--- config.mk ---
export PLATFORM = sky130hd
export DESIGN_NAME = riscv_soc
export DESIGN_NICKNAME = d
export VERILOG_FILES = /design/src/source/rv_isa_pkg.sv /design/src/source/soc_bus_pkg.sv /design/src/source/riscv64.sv /design/src/source/instr_rom.sv /design/src/source/key_port.sv /design/src/source/art_port.sv /design/src/source/riscv_soc.sv
export VERILOG_INCLUDE_DIRS = /design/src /design/src/include
export SDC_FILE = /design/constraint.sdc
export NUM_CORES = 1
export LEC_CHECK = 0
export BUFFER_PORTS_ARGS = -buffer_cell sky130_fd_sc_hd__clkbuf_2
export CAP_MARGIN = 25
export CORE_MARGIN = 2
export CORE_UTILIZATION = 48
export DETAILED_ROUTE_END_ITERATION = 8
export PLACE_DENSITY = 0.76
export SETUP_SLACK_MARGIN = 0.4
export SLEW_MARGIN = 20
export SYNTH_ARGS = -nofsm -noshare
export SYNTH_HDL_FRONTEND = slang
export SYNTH_SLANG_ARGS = --single-unit
--- constraint.sdc ---
create_clock -name clk -period 2.1 [get_ports clk]
set_clock_uncertainty 0.15 [all_clocks]
set_input_delay 0.105 -clock clk [delete_from_list [all_inputs] [get_ports clk]]
set_output_delay 0.105 -clock clk [all_outputs]
set_load 0.05 [all_outputs]
--- src/include/riscv_consts.svh ---
`ifndef riscv_consts_svh
`define riscv_consts_svh

// address map
`define ram_base        64'h0000_0000_0000_1000 // main program start, pc after reset
`define key_base        64'h0000_0000_2000_0000 // key port, read only
`define art_base        64'h0000_0000_2000_0008 // art port, write only
`define isr_base        64'h0000_0000_0000_0000 // fixed handler entry, no mtvec

// custom instruction words, matched exactly by the core
`define instr_lb_key    32'hffff_ffff // x5 <= key code
`define instr_sb_art    32'hffff_ff7f // art port <= x5, rd field 11110
`define instr_mret      32'h0000_0000 // return from handler
`define instr_nop       32'h0000_0013 // addi x0,x0,0, no effect on this core

// machine external interrupt: interrupt bit plus cause 11
`define mcause_mei      64'h8000_0000_0000_000b

// program store layout, main region first in the image
`define rom_main_words  8
`define rom_isr_words   4

`endif

--- src/instr_rom.hex ---
// one 32-bit instruction word per line, in hex
// words 0-7 main program at ram_base, words 8-11 handler at address zero
123450b7 // lui x1, 0x12345
00000013 // nop
abcde137 // lui x2, 0xabcde
00000013 // nop
000011b7 // lui x3, 0x1
00000013 // nop
00000013 // nop
00000013 // nop, falls through to the rom fill
ffffffff // handler: load key code into x5
ffffff7f // store x5 to the art port
00000000 // mret
00000013 // nop, never executed

--- src/source/rv_isa_pkg.sv ---
package rv_isa_pkg;

    parameter int xlen = 64; // register width
    parameter int ilen = 32; // instruction width

    typedef logic [xlen-1:0] xlen_t;
    typedef logic [ilen-1:0] instr_t;
    typedef logic [4:0]      reg_idx_t;   // x0..x31
    typedef logic [11:0]     csr_idx_t;   // csr address space

    // major opcodes, bits 6:0 of the word
    typedef enum logic [6:0] {
        op_system = 7'b1110011,
        op_lui    = 7'b0110111,
        op_custom = 7'b1111111  // all-ones space, used by the key and art words
    } opcode_t;

    // machine csrs implemented by the core
    localparam csr_idx_t csr_mstatus = 12'h300;
    localparam csr_idx_t csr_mepc    = 12'h341;
    localparam csr_idx_t csr_mcause  = 12'h342;

    // mstatus fields
    localparam int mstatus_mie_bit  = 3;
    localparam int mstatus_mpie_bit = 7;

endpackage

--- src/source/soc_bus_pkg.sv ---
package soc_bus_pkg;

    typedef logic [63:0] bus_addr_t;
    typedef logic [63:0] bus_data_t;

    // interrupt lines into the core, one code per source
    typedef logic [3:0]  irq_vector_t;

    // key press payload, also what the art port shows
    typedef logic [7:0]  key_code_t;

    localparam irq_vector_t irq_none = 4'd0;
    localparam irq_vector_t irq_mei  = 4'd1; // key port, machine external

endpackage

--- src/source/riscv64.sv ---
`timescale 1ns/1ns
`include "riscv_consts.svh"

module riscv64 (
    input  logic                      clk,
    input  logic                      reset,            // active low, async
    input  rv_isa_pkg::instr_t        instruction,      // rom word at pc
    output rv_isa_pkg::xlen_t         pc,
    output logic                      heartbeat,
    input  soc_bus_pkg::irq_vector_t  interrupt_vector, // level from key port
    output logic                      interrupt_ack,    // one cycle after entry
    output soc_bus_pkg::bus_addr_t    bus_address,
    output soc_bus_pkg::bus_data_t    bus_write_data,
    output logic                      bus_write_enable,
    output logic                      bus_read_enable,
    input  soc_bus_pkg::bus_data_t    bus_read_data     // registered by the slave
);

    localparam rv_isa_pkg::reg_idx_t key_reg = 5'd5; // fixed target of the key words
    localparam rv_isa_pkg::xlen_t mstatus_reset = 64'h8; // only mie set

    rv_isa_pkg::instr_t   ir;             // fetch register
    rv_isa_pkg::xlen_t    gpr [0:31];
    rv_isa_pkg::xlen_t    mstatus;
    rv_isa_pkg::xlen_t    mepc;
    rv_isa_pkg::xlen_t    mcause;
    logic                 bubble;         // kill the word fetched before a redirect
    logic                 lb_step;        // second half of the key load

    rv_isa_pkg::opcode_t  opcode;
    rv_isa_pkg::reg_idx_t rd;
    rv_isa_pkg::xlen_t    imm_u;
    rv_isa_pkg::xlen_t    mstatus_rd;
    rv_isa_pkg::xlen_t    mret_pc;
    logic                 mstatus_mie;
    logic                 mstatus_mpie;
    logic                 take_irq;
    logic                 exec;           // ir is live this cycle

    logic                 gpr_we;
    rv_isa_pkg::reg_idx_t gpr_waddr;
    rv_isa_pkg::xlen_t    gpr_wdata;

    // csr address decode, read side
    function automatic rv_isa_pkg::xlen_t csr_read(input rv_isa_pkg::csr_idx_t idx);
        case (idx)
            rv_isa_pkg::csr_mstatus: csr_read = mstatus;
            rv_isa_pkg::csr_mepc:    csr_read = mepc;
            rv_isa_pkg::csr_mcause:  csr_read = mcause;
            default:                 csr_read = '0; // unimplemented reads as zero
        endcase
    endfunction

    assign opcode = rv_isa_pkg::opcode_t'(ir[6:0]);
    assign rd     = ir[11:7];
    assign imm_u  = {{32{ir[31]}}, ir[31:12], 12'h000}; // sign extended upper imm

    assign mstatus_rd   = csr_read(rv_isa_pkg::csr_mstatus);
    assign mret_pc      = csr_read(rv_isa_pkg::csr_mepc);
    assign mstatus_mie  = mstatus_rd[rv_isa_pkg::mstatus_mie_bit];
    assign mstatus_mpie = mstatus_rd[rv_isa_pkg::mstatus_mpie_bit];

    // no entry on a bubble, the pc there is not a resumable point
    assign take_irq = (interrupt_vector == soc_bus_pkg::irq_mei) && mstatus_mie && !bubble;
    assign exec     = !take_irq && !bubble;

    // register file write port
    always_comb begin
        gpr_we    = 1'b0;
        gpr_waddr = rd;
        gpr_wdata = imm_u;
        if (exec) begin
            if (opcode == rv_isa_pkg::op_lui) begin
                gpr_we = (rd != '0); // x0 stays zero
            end else if (ir == `instr_lb_key && lb_step) begin
                gpr_we    = 1'b1;
                gpr_waddr = key_reg;
                gpr_wdata = bus_read_data; // zero extended code from key port
            end
        end
    end

    always_ff @(posedge clk) begin
        if (gpr_we)
            gpr[gpr_waddr] <= gpr_wdata;
    end

    // fetch, one word per cycle
    always_ff @(posedge clk or negedge reset) begin
        if (!reset) begin
            ir        <= `instr_nop;
            heartbeat <= 1'b0;
        end else begin
            ir        <= instruction;
            heartbeat <= ~heartbeat; // liveness toggle
        end
    end

    // execute
    always_ff @(posedge clk or negedge reset) begin
        if (!reset) begin
            pc               <= `ram_base;
            bubble           <= 1'b0;
            lb_step          <= 1'b0;
            interrupt_ack    <= 1'b0;
            bus_address      <= '0;
            bus_write_data   <= '0;
            bus_write_enable <= 1'b0;
            bus_read_enable  <= 1'b0;
            mstatus          <= mstatus_reset;
            mepc             <= '0;
            mcause           <= '0;
        end else begin
            pc            <= pc + 64'd4; // sequential unless redirected below
            interrupt_ack <= 1'b0;

            if (take_irq) begin
                mepc          <= pc;            // word in fetch resumes after mret
                mcause        <= `mcause_mei;
                mstatus[rv_isa_pkg::mstatus_mpie_bit] <= mstatus_mie;
                mstatus[rv_isa_pkg::mstatus_mie_bit]  <= 1'b0;  // no nesting
                pc            <= `isr_base;
                bubble        <= 1'b1;
                interrupt_ack <= 1'b1;
            end else if (bubble) begin
                bubble <= 1'b0; // ir discarded, bus strobes held
            end else begin
                bus_address      <= '0;
                bus_write_data   <= '0;
                bus_write_enable <= 1'b0;
                bus_read_enable  <= 1'b0;

                if (ir == `instr_mret) begin
                    mstatus[rv_isa_pkg::mstatus_mie_bit]  <= mstatus_mpie;
                    mstatus[rv_isa_pkg::mstatus_mpie_bit] <= 1'b1;
                    pc     <= mret_pc;
                    bubble <= 1'b1;
                end else if (ir == `instr_lb_key) begin
                    if (!lb_step) begin
                        // step 0: issue read, refetch this word, wait out the slave
                        bus_address     <= `key_base;
                        bus_read_enable <= 1'b1;
                        pc              <= pc - 64'd4;
                        bubble          <= 1'b1;
                        lb_step         <= 1'b1;
                    end else begin
                        lb_step <= 1'b0; // step 1, x5 written by the port above
                    end
                end else if (ir == `instr_sb_art) begin
                    bus_address      <= `art_base;
                    bus_write_data   <= gpr[key_reg];
                    bus_write_enable <= 1'b1; // single cycle strobe
                end
            end
        end
    end

endmodule

--- src/source/instr_rom.sv ---
`timescale 1ns/1ns
`include "riscv_consts.svh"

module instr_rom (
    input  rv_isa_pkg::xlen_t  pc,
    output rv_isa_pkg::instr_t instruction
);

    localparam int image_words = `rom_main_words + `rom_isr_words;
    localparam int main_aw     = $clog2(`rom_main_words);
    localparam int isr_aw      = $clog2(`rom_isr_words);

    rv_isa_pkg::instr_t image      [0:image_words-1];     // whole hex file
    rv_isa_pkg::instr_t main_words [0:`rom_main_words-1];
    rv_isa_pkg::instr_t isr_words  [0:`rom_isr_words-1];
    rv_isa_pkg::xlen_t  main_offset;
    rv_isa_pkg::xlen_t  isr_offset;

    initial begin
        $readmemh("/design/src/instr_rom.hex", image);
    end

    // split the image, main program first then handler
    for (genvar i = 0; i < `rom_main_words; i++) begin : g_main
        assign main_words[i] = image[i];
    end
    for (genvar j = 0; j < `rom_isr_words; j++) begin : g_isr
        assign isr_words[j] = image[`rom_main_words + j];
    end

    assign main_offset = (pc - `ram_base) >> 2; // word index within region
    assign isr_offset  = (pc - `isr_base) >> 2;

    always_comb begin
        instruction = `instr_nop; // past the end of either program
        if (pc < `ram_base) begin
            if (isr_offset < rv_isa_pkg::xlen_t'(`rom_isr_words))
                instruction = isr_words[isr_offset[isr_aw-1:0]];
        end else if (main_offset < rv_isa_pkg::xlen_t'(`rom_main_words)) begin
            instruction = main_words[main_offset[main_aw-1:0]];
        end
    end

endmodule

--- src/source/key_port.sv ---
`timescale 1ns/1ns
`include "riscv_consts.svh"

module key_port (
    input  logic                      clk,
    input  logic                      reset,
    input  logic                      key_strobe,      // one cycle per press
    input  soc_bus_pkg::key_code_t    key_code,        // valid with the strobe
    input  logic                      interrupt_ack,
    input  soc_bus_pkg::bus_addr_t    bus_address,
    input  logic                      bus_read_enable,
    output soc_bus_pkg::bus_data_t    bus_read_data,
    output soc_bus_pkg::irq_vector_t  interrupt_vector
);

    soc_bus_pkg::key_code_t key_latch;
    logic                   pending;

    // pending flag, a fresh strobe beats a same-cycle ack
    always_ff @(posedge clk or negedge reset) begin
        if (!reset) begin
            pending <= 1'b0;
        end else if (key_strobe) begin
            pending <= 1'b1;
        end else if (interrupt_ack) begin
            pending <= 1'b0;
        end
    end

    always_ff @(posedge clk) begin
        if (key_strobe)
            key_latch <= key_code; // latest press wins
    end

    // read data one cycle after the enable
    always_ff @(posedge clk) begin
        if (bus_read_enable && bus_address == `key_base)
            bus_read_data <= {56'b0, key_latch};
    end

    assign interrupt_vector = pending ? soc_bus_pkg::irq_mei : soc_bus_pkg::irq_none;

endmodule

--- src/source/art_port.sv ---
`timescale 1ns/1ns
`include "riscv_consts.svh"

module art_port (
    input  logic                    clk,
    input  logic                    reset,
    input  soc_bus_pkg::bus_addr_t  bus_address,
    input  soc_bus_pkg::bus_data_t  bus_write_data,
    input  logic                    bus_write_enable,
    output soc_bus_pkg::key_code_t  art_data,
    output logic                    art_valid    // pulse, cycle after the write
);

    logic art_hit;

    assign art_hit = bus_write_enable && (bus_address == `art_base); // other addresses dropped

    always_ff @(posedge clk or negedge reset) begin
        if (!reset) begin
            art_valid <= 1'b0;
        end else begin
            art_valid <= art_hit;
        end
    end

    // only the low byte is meaningful
    always_ff @(posedge clk) begin
        if (art_hit)
            art_data <= bus_write_data[7:0];
    end

endmodule

--- src/source/riscv_soc.sv ---
`timescale 1ns/1ns

module riscv_soc (
    input  logic                    clk,
    input  logic                    reset,
    input  logic                    key_strobe,
    input  soc_bus_pkg::key_code_t  key_code,
    output soc_bus_pkg::key_code_t  art_data,
    output logic                    art_valid,
    output rv_isa_pkg::xlen_t       pc,
    output logic                    heartbeat
);

    rv_isa_pkg::instr_t        instruction;
    soc_bus_pkg::irq_vector_t  interrupt_vector;
    logic                      interrupt_ack;
    soc_bus_pkg::bus_addr_t    bus_address;
    soc_bus_pkg::bus_data_t    bus_write_data;
    soc_bus_pkg::bus_data_t    bus_read_data;   // key port is the only reader
    logic                      bus_write_enable;
    logic                      bus_read_enable;

    riscv64 core0 (
        .clk              (clk),
        .reset            (reset),
        .instruction      (instruction),
        .pc               (pc),
        .heartbeat        (heartbeat),
        .interrupt_vector (interrupt_vector),
        .interrupt_ack    (interrupt_ack),
        .bus_address      (bus_address),
        .bus_write_data   (bus_write_data),
        .bus_write_enable (bus_write_enable),
        .bus_read_enable  (bus_read_enable),
        .bus_read_data    (bus_read_data)
    );

    instr_rom rom0 (
        .pc          (pc),
        .instruction (instruction)
    );

    key_port key0 (
        .clk              (clk),
        .reset            (reset),
        .key_strobe       (key_strobe),
        .key_code         (key_code),
        .interrupt_ack    (interrupt_ack),
        .bus_address      (bus_address),
        .bus_read_enable  (bus_read_enable),
        .bus_read_data    (bus_read_data),
        .interrupt_vector (interrupt_vector)
    );

    art_port art0 (
        .clk              (clk),
        .reset            (reset),
        .bus_address      (bus_address),
        .bus_write_data   (bus_write_data),
        .bus_write_enable (bus_write_enable),
        .art_data         (art_data),
        .art_valid        (art_valid)
    );

endmodule

==> key figures <==
Finish
  – Finished Cell Area: around 5200 um2
  – Total inserted antenna cells: 0
  – Proportion of layout cells with a drive suffix above 1: roughly 50%
  – Final net count: between 500 and 600
  – Layout overhead on the synthesized area: 48.7%
  – Non-filler cells, final: approximately 630
  – Final core occ: 72.7%

GRT
  – Global-route wire length before repair: 16000 um
  – Global router's overall resource usage: roughly a quarter
  – Number of antenna violations at the first check in global routing: 0
  – Global-route congestion overflow total: 0
  – Largest net degree at the start of global routing: 67
  – Vias in the first global route: between 3000 and 4000

Drt
  – Routed wire length on met3: around 530 um
  – DRC Markers: 0
  – Post-route antenna net violation count: 0
  – Total met2 wirelength after detailed routing: 5470 um
  – Uppermost metal layer occupied by signal nets: met4
  – Vias per cell: between 5 and 6
  – Final wirelength: approximately 10000 um
  – Number of DRC markers in iteration 0: approximately 260
  – DRT Pass-1 Iters: 5
  – Per-cell routed wire length: around 16 um
  – M1 wire length: ~4000 um
  – Via count: approximately 3600

Worst setup path
  – WP data arrival: 2.28 ns
  – CP max FO: 5
  – Sort of element at the start of the critical path: register
  – Critical path class: reg2reg
  – Worst setup EP type: register
  – Critical Path RT: between 2 and 2.5 ns

Clock tree
  – CTS Root Buffer Type: sky130_fd_sc_hd__clkbuf_8
  – Clock-pin slew reported for the worst setup and hold paths after clock tree synthesis: about 0.080 ns
  – Clock latency on the worst-skew pair: about 0.36 ns
  – Max Root-Sink Buffers: 2
  – Clock tree from TritonCTS: done
  – Number of levels the H-tree was split into: 3
  – Sinks on the clock net: between 60 and 70
  – Number of CTS-inserted buffers: 9

Synthesis
  – Top flip-flop cell by instance count after synthesis: sky130_fd_sc_hd__dfrtp_1
  – Number of enable flip-flop cells after synthesis: 0
  – Register bit total from synthesis: 66
  – Share of synthesized area occupied by flip-flops and latches: 47.2%
  – Share of flip-flops with an asynchronous set or reset: 100%
  – Synth warn: 0
  – Synthesized netlist cell count: 372
  – Mean cell area of the mapped netlist: 9.43 um2
  – Post-Synthesis Cell Area: about 3500 um2
  – Number of library cell types mapped by synthesis: 38

Place
  – Gp weighted congestion: 0.830
  – DP Wirelength: roughly 6400 um
  – Worst slack after detailed placement: -0.0343 ns
  – Port buffer count: 65
  – Number of placed instances with taps included: slightly below 600
  – Area after detailed placement: around 4400 um2

Timing
  – Period utilisation layout: 102%
  – Final Critical Period: roughly 2.1 ns
  – Post-route setup slack: -0.0386 ns
  – Final-report setup violation count: 2
  – Final number of max-transition violations: 0
  – Setup repair after global routing missed its margin: true
  – F_max: between 400 and 500 MHz
  – Final hold vios: 0

Die
  – DIE WIDTH: approximately 90 um
  – Placeable core area: approximately 7200 um2
  – DIE AREA: around 8000 um2
  – Effective utilization at floorplan: around 49%
  – Number of top-level pins: 85
  – Die height: between 80 and 90 um
  – Count of standard-cell rows: 31

Pwr
  – Pwr/cell area: between 400 and 500 nW/um2
  – Total power: 2.38 mW
  – Cell Int Power: 1.81 mW
  – Worst IR Drop VDD: about 400 uV
  – Part of the power in registers: between 50% and 60%
  – Proportion of power drawn by combinational gates: under 10%
  – Total leakage power: about 2.4 nW
  – Switching power total: 0.563 mW
  – Fraction of power consumed by the clock network: between 40% and 50%
  – Fraction of power spent switching nets: about a quarter

Outcome
  – Result of the run: finished with violations
  – Failing checks: setup timing

Hold path
  – Classification of the worst-slack hold path: in2async

Run
  – Number of maximum-capacitance violations: 0
-- critical path, cell delays in order, from the launching register on --
cell,delay (ns)
sky130_fd_sc_hd__dfstp_4,0.63
sky130_fd_sc_hd__nand3_4,0.08
sky130_fd_sc_hd__nor4_4,0.14
sky130_fd_sc_hd__buf_4,0.18
sky130_fd_sc_hd__nand4_1,0.12
sky130_fd_sc_hd__buf_6,0.17
sky130_fd_sc_hd__or4_4,0.48
sky130_fd_sc_hd__a21oi_2,0.13
-- layout by cell type, fill, tap and decap left out, types with 6 or more instances in the layout --
| master | count |
|---|---|
| sky130_fd_sc_hd__or4_1 | 8 |
| sky130_fd_sc_hd__nand3_2 | 6 |
| sky130_fd_sc_hd__clkbuf_8 | 9 |
| sky130_fd_sc_hd__buf_4 | 69 |
| sky130_fd_sc_hd__conb_1 | 11 |
| sky130_fd_sc_hd__nor4_4 | 7 |
| sky130_fd_sc_hd__xnor2_1 | 6 |
| sky130_fd_sc_hd__buf_6 | 16 |
| sky130_fd_sc_hd__nand3_1 | 20 |
| sky130_fd_sc_hd__xor2_1 | 18 |
| sky130_fd_sc_hd__o21ai_0 | 17 |
| sky130_fd_sc_hd__or3_1 | 14 |
| sky130_fd_sc_hd__clkbuf_2 | 65 |
| sky130_fd_sc_hd__dfrtp_1 | 20 |
| sky130_fd_sc_hd__a21oi_2 | 7 |
| sky130_fd_sc_hd__nand4b_1 | 7 |
| sky130_fd_sc_hd__nand2_1 | 32 |
| sky130_fd_sc_hd__a21oi_1 | 20 |
| sky130_fd_sc_hd__nand4_1 | 12 |
| sky130_fd_sc_hd__inv_1 | 8 |
| sky130_fd_sc_hd__nor2_1 | 33 |
| sky130_fd_sc_hd__dfrtp_2 | 44 |
| sky130_fd_sc_hd__o21ai_1 | 8 |
-- registers in the layout, summed over array words and instances (netlist names) --
register and cells:
core0.heartbeat 1, core0.interrupt_ack 1, core0.mstatus_mie 1, core0.pc 62
key0.pending 1
-- synthesized netlist by cell type, types with 5 or more instances --
cell,number,area (um2)
sky130_fd_sc_hd__or3_1,16,100
sky130_fd_sc_hd__nand3_1,28,140
sky130_fd_sc_hd__buf_4,11,82.6
sky130_fd_sc_hd__or4_1,11,82.6
sky130_fd_sc_hd__inv_1,8,30.0
sky130_fd_sc_hd__clkbuf_1,6,22.5
sky130_fd_sc_hd__nand4b_1,7,61.3
sky130_fd_sc_hd__o31ai_1,7,52.6
sky130_fd_sc_hd__o21ai_0,25,125
sky130_fd_sc_hd__nand4_1,12,75.1
sky130_fd_sc_hd__and3_1,7,43.8
sky130_fd_sc_hd__nand2_1,34,128
sky130_fd_sc_hd__dfrtp_1,64,1600
sky130_fd_sc_hd__xor2_1,18,158
sky130_fd_sc_hd__a21oi_1,27,135
sky130_fd_sc_hd__nand2b_1,5,31.3
sky130_fd_sc_hd__nor2_1,36,135
sky130_fd_sc_hd__xnor2_1,8,70.1
-- cell families (layout without fill, tap and decap cells) --
family | Yosys count | after routing | synth area share (%)
and+or+nand+nor | 189 | 189 | 32.0
DFF | 66 | 66 | 47.2
xor gates and xnor gates | 26 | 26 | 6.49
other | 1 | 11 | 0.107
buffers and inverters | 28 | 178 | 4.46
AOI/OAI and AO/OA | 60 | 60 | 9.13
muxes | 1 | 1 | 0.285
adders and majority gates | 1 | 1 | 0.357
-- path summary, 6_finish.rpt --
path,startpoint,to,cells after the start,slack [ns]
max,core0.pc[12],core0.pc[50],7,-0.04
min,reset,core0.pc[57],3,0.13
max reg2reg,core0.pc[12],core0.pc[50],7,-0.04
min reg2reg,core0.heartbeat,core0.heartbeat,1,0.27
max in group asynchronous,reset,core0.pc[12],3,1.30
min in group clk,core0.heartbeat,core0.heartbeat,1,0.27
-- metal layers --
layer,vias up,global-route usage (%)
li1,1642,-
met1,1791,32.3
met2,152,44.6
met3,35,4.52
met4,0,12.5
met5,-,0
-- cell type report --
| type | count | area [um2] |
|---|---|---|
| repair buffers | 155 | 1100 |
| clock inverters | 4 | 45.0 |
| inverters | 8 | 30.0 |
| flip-flops and latches | 66 | 1710 |
| multi-input cells | 288 | 2070 |
| fillers | 496 | 1960 |
| well taps | 99 | 124 |
| clock buffers | 11 | 131 |
-- through the flow --
stage	hold slack [ns]	TNS, ns
detailed placement	0.00404	-0.161
floorplan	-0.341	-1.66
global route	0.190	-0.694
finish	0.131	-0.0707
global placement	0.00524	0
CTS	0.175	0
-- power by group through the flow --
stage / sequential, mW / clock, mW / combinational (mW)
finish: 1.27 / 1.03 / 0.0759
global route: 1.27 / 1.11 / 0.0834
CTS: 1.27 / 1.03 / 0.0773
detailed placement: 1.29 / 0 / 0.0745
global placement: 1.29 / 0 / 0.0746
floorplan: 1.29 / 0 / 0.0589
-- timing repair --
action	4_1_cts	5_1_grt
setup buffers	18	11
pin swaps	30	24
hold buffers	2	0
gates cloned	1	0
gates resized for setup	38	34
endpoints found under the setup margin	49	51
hold endpoints to repair	67	0
No activity file was read; power rests on OpenSTA's default activity.
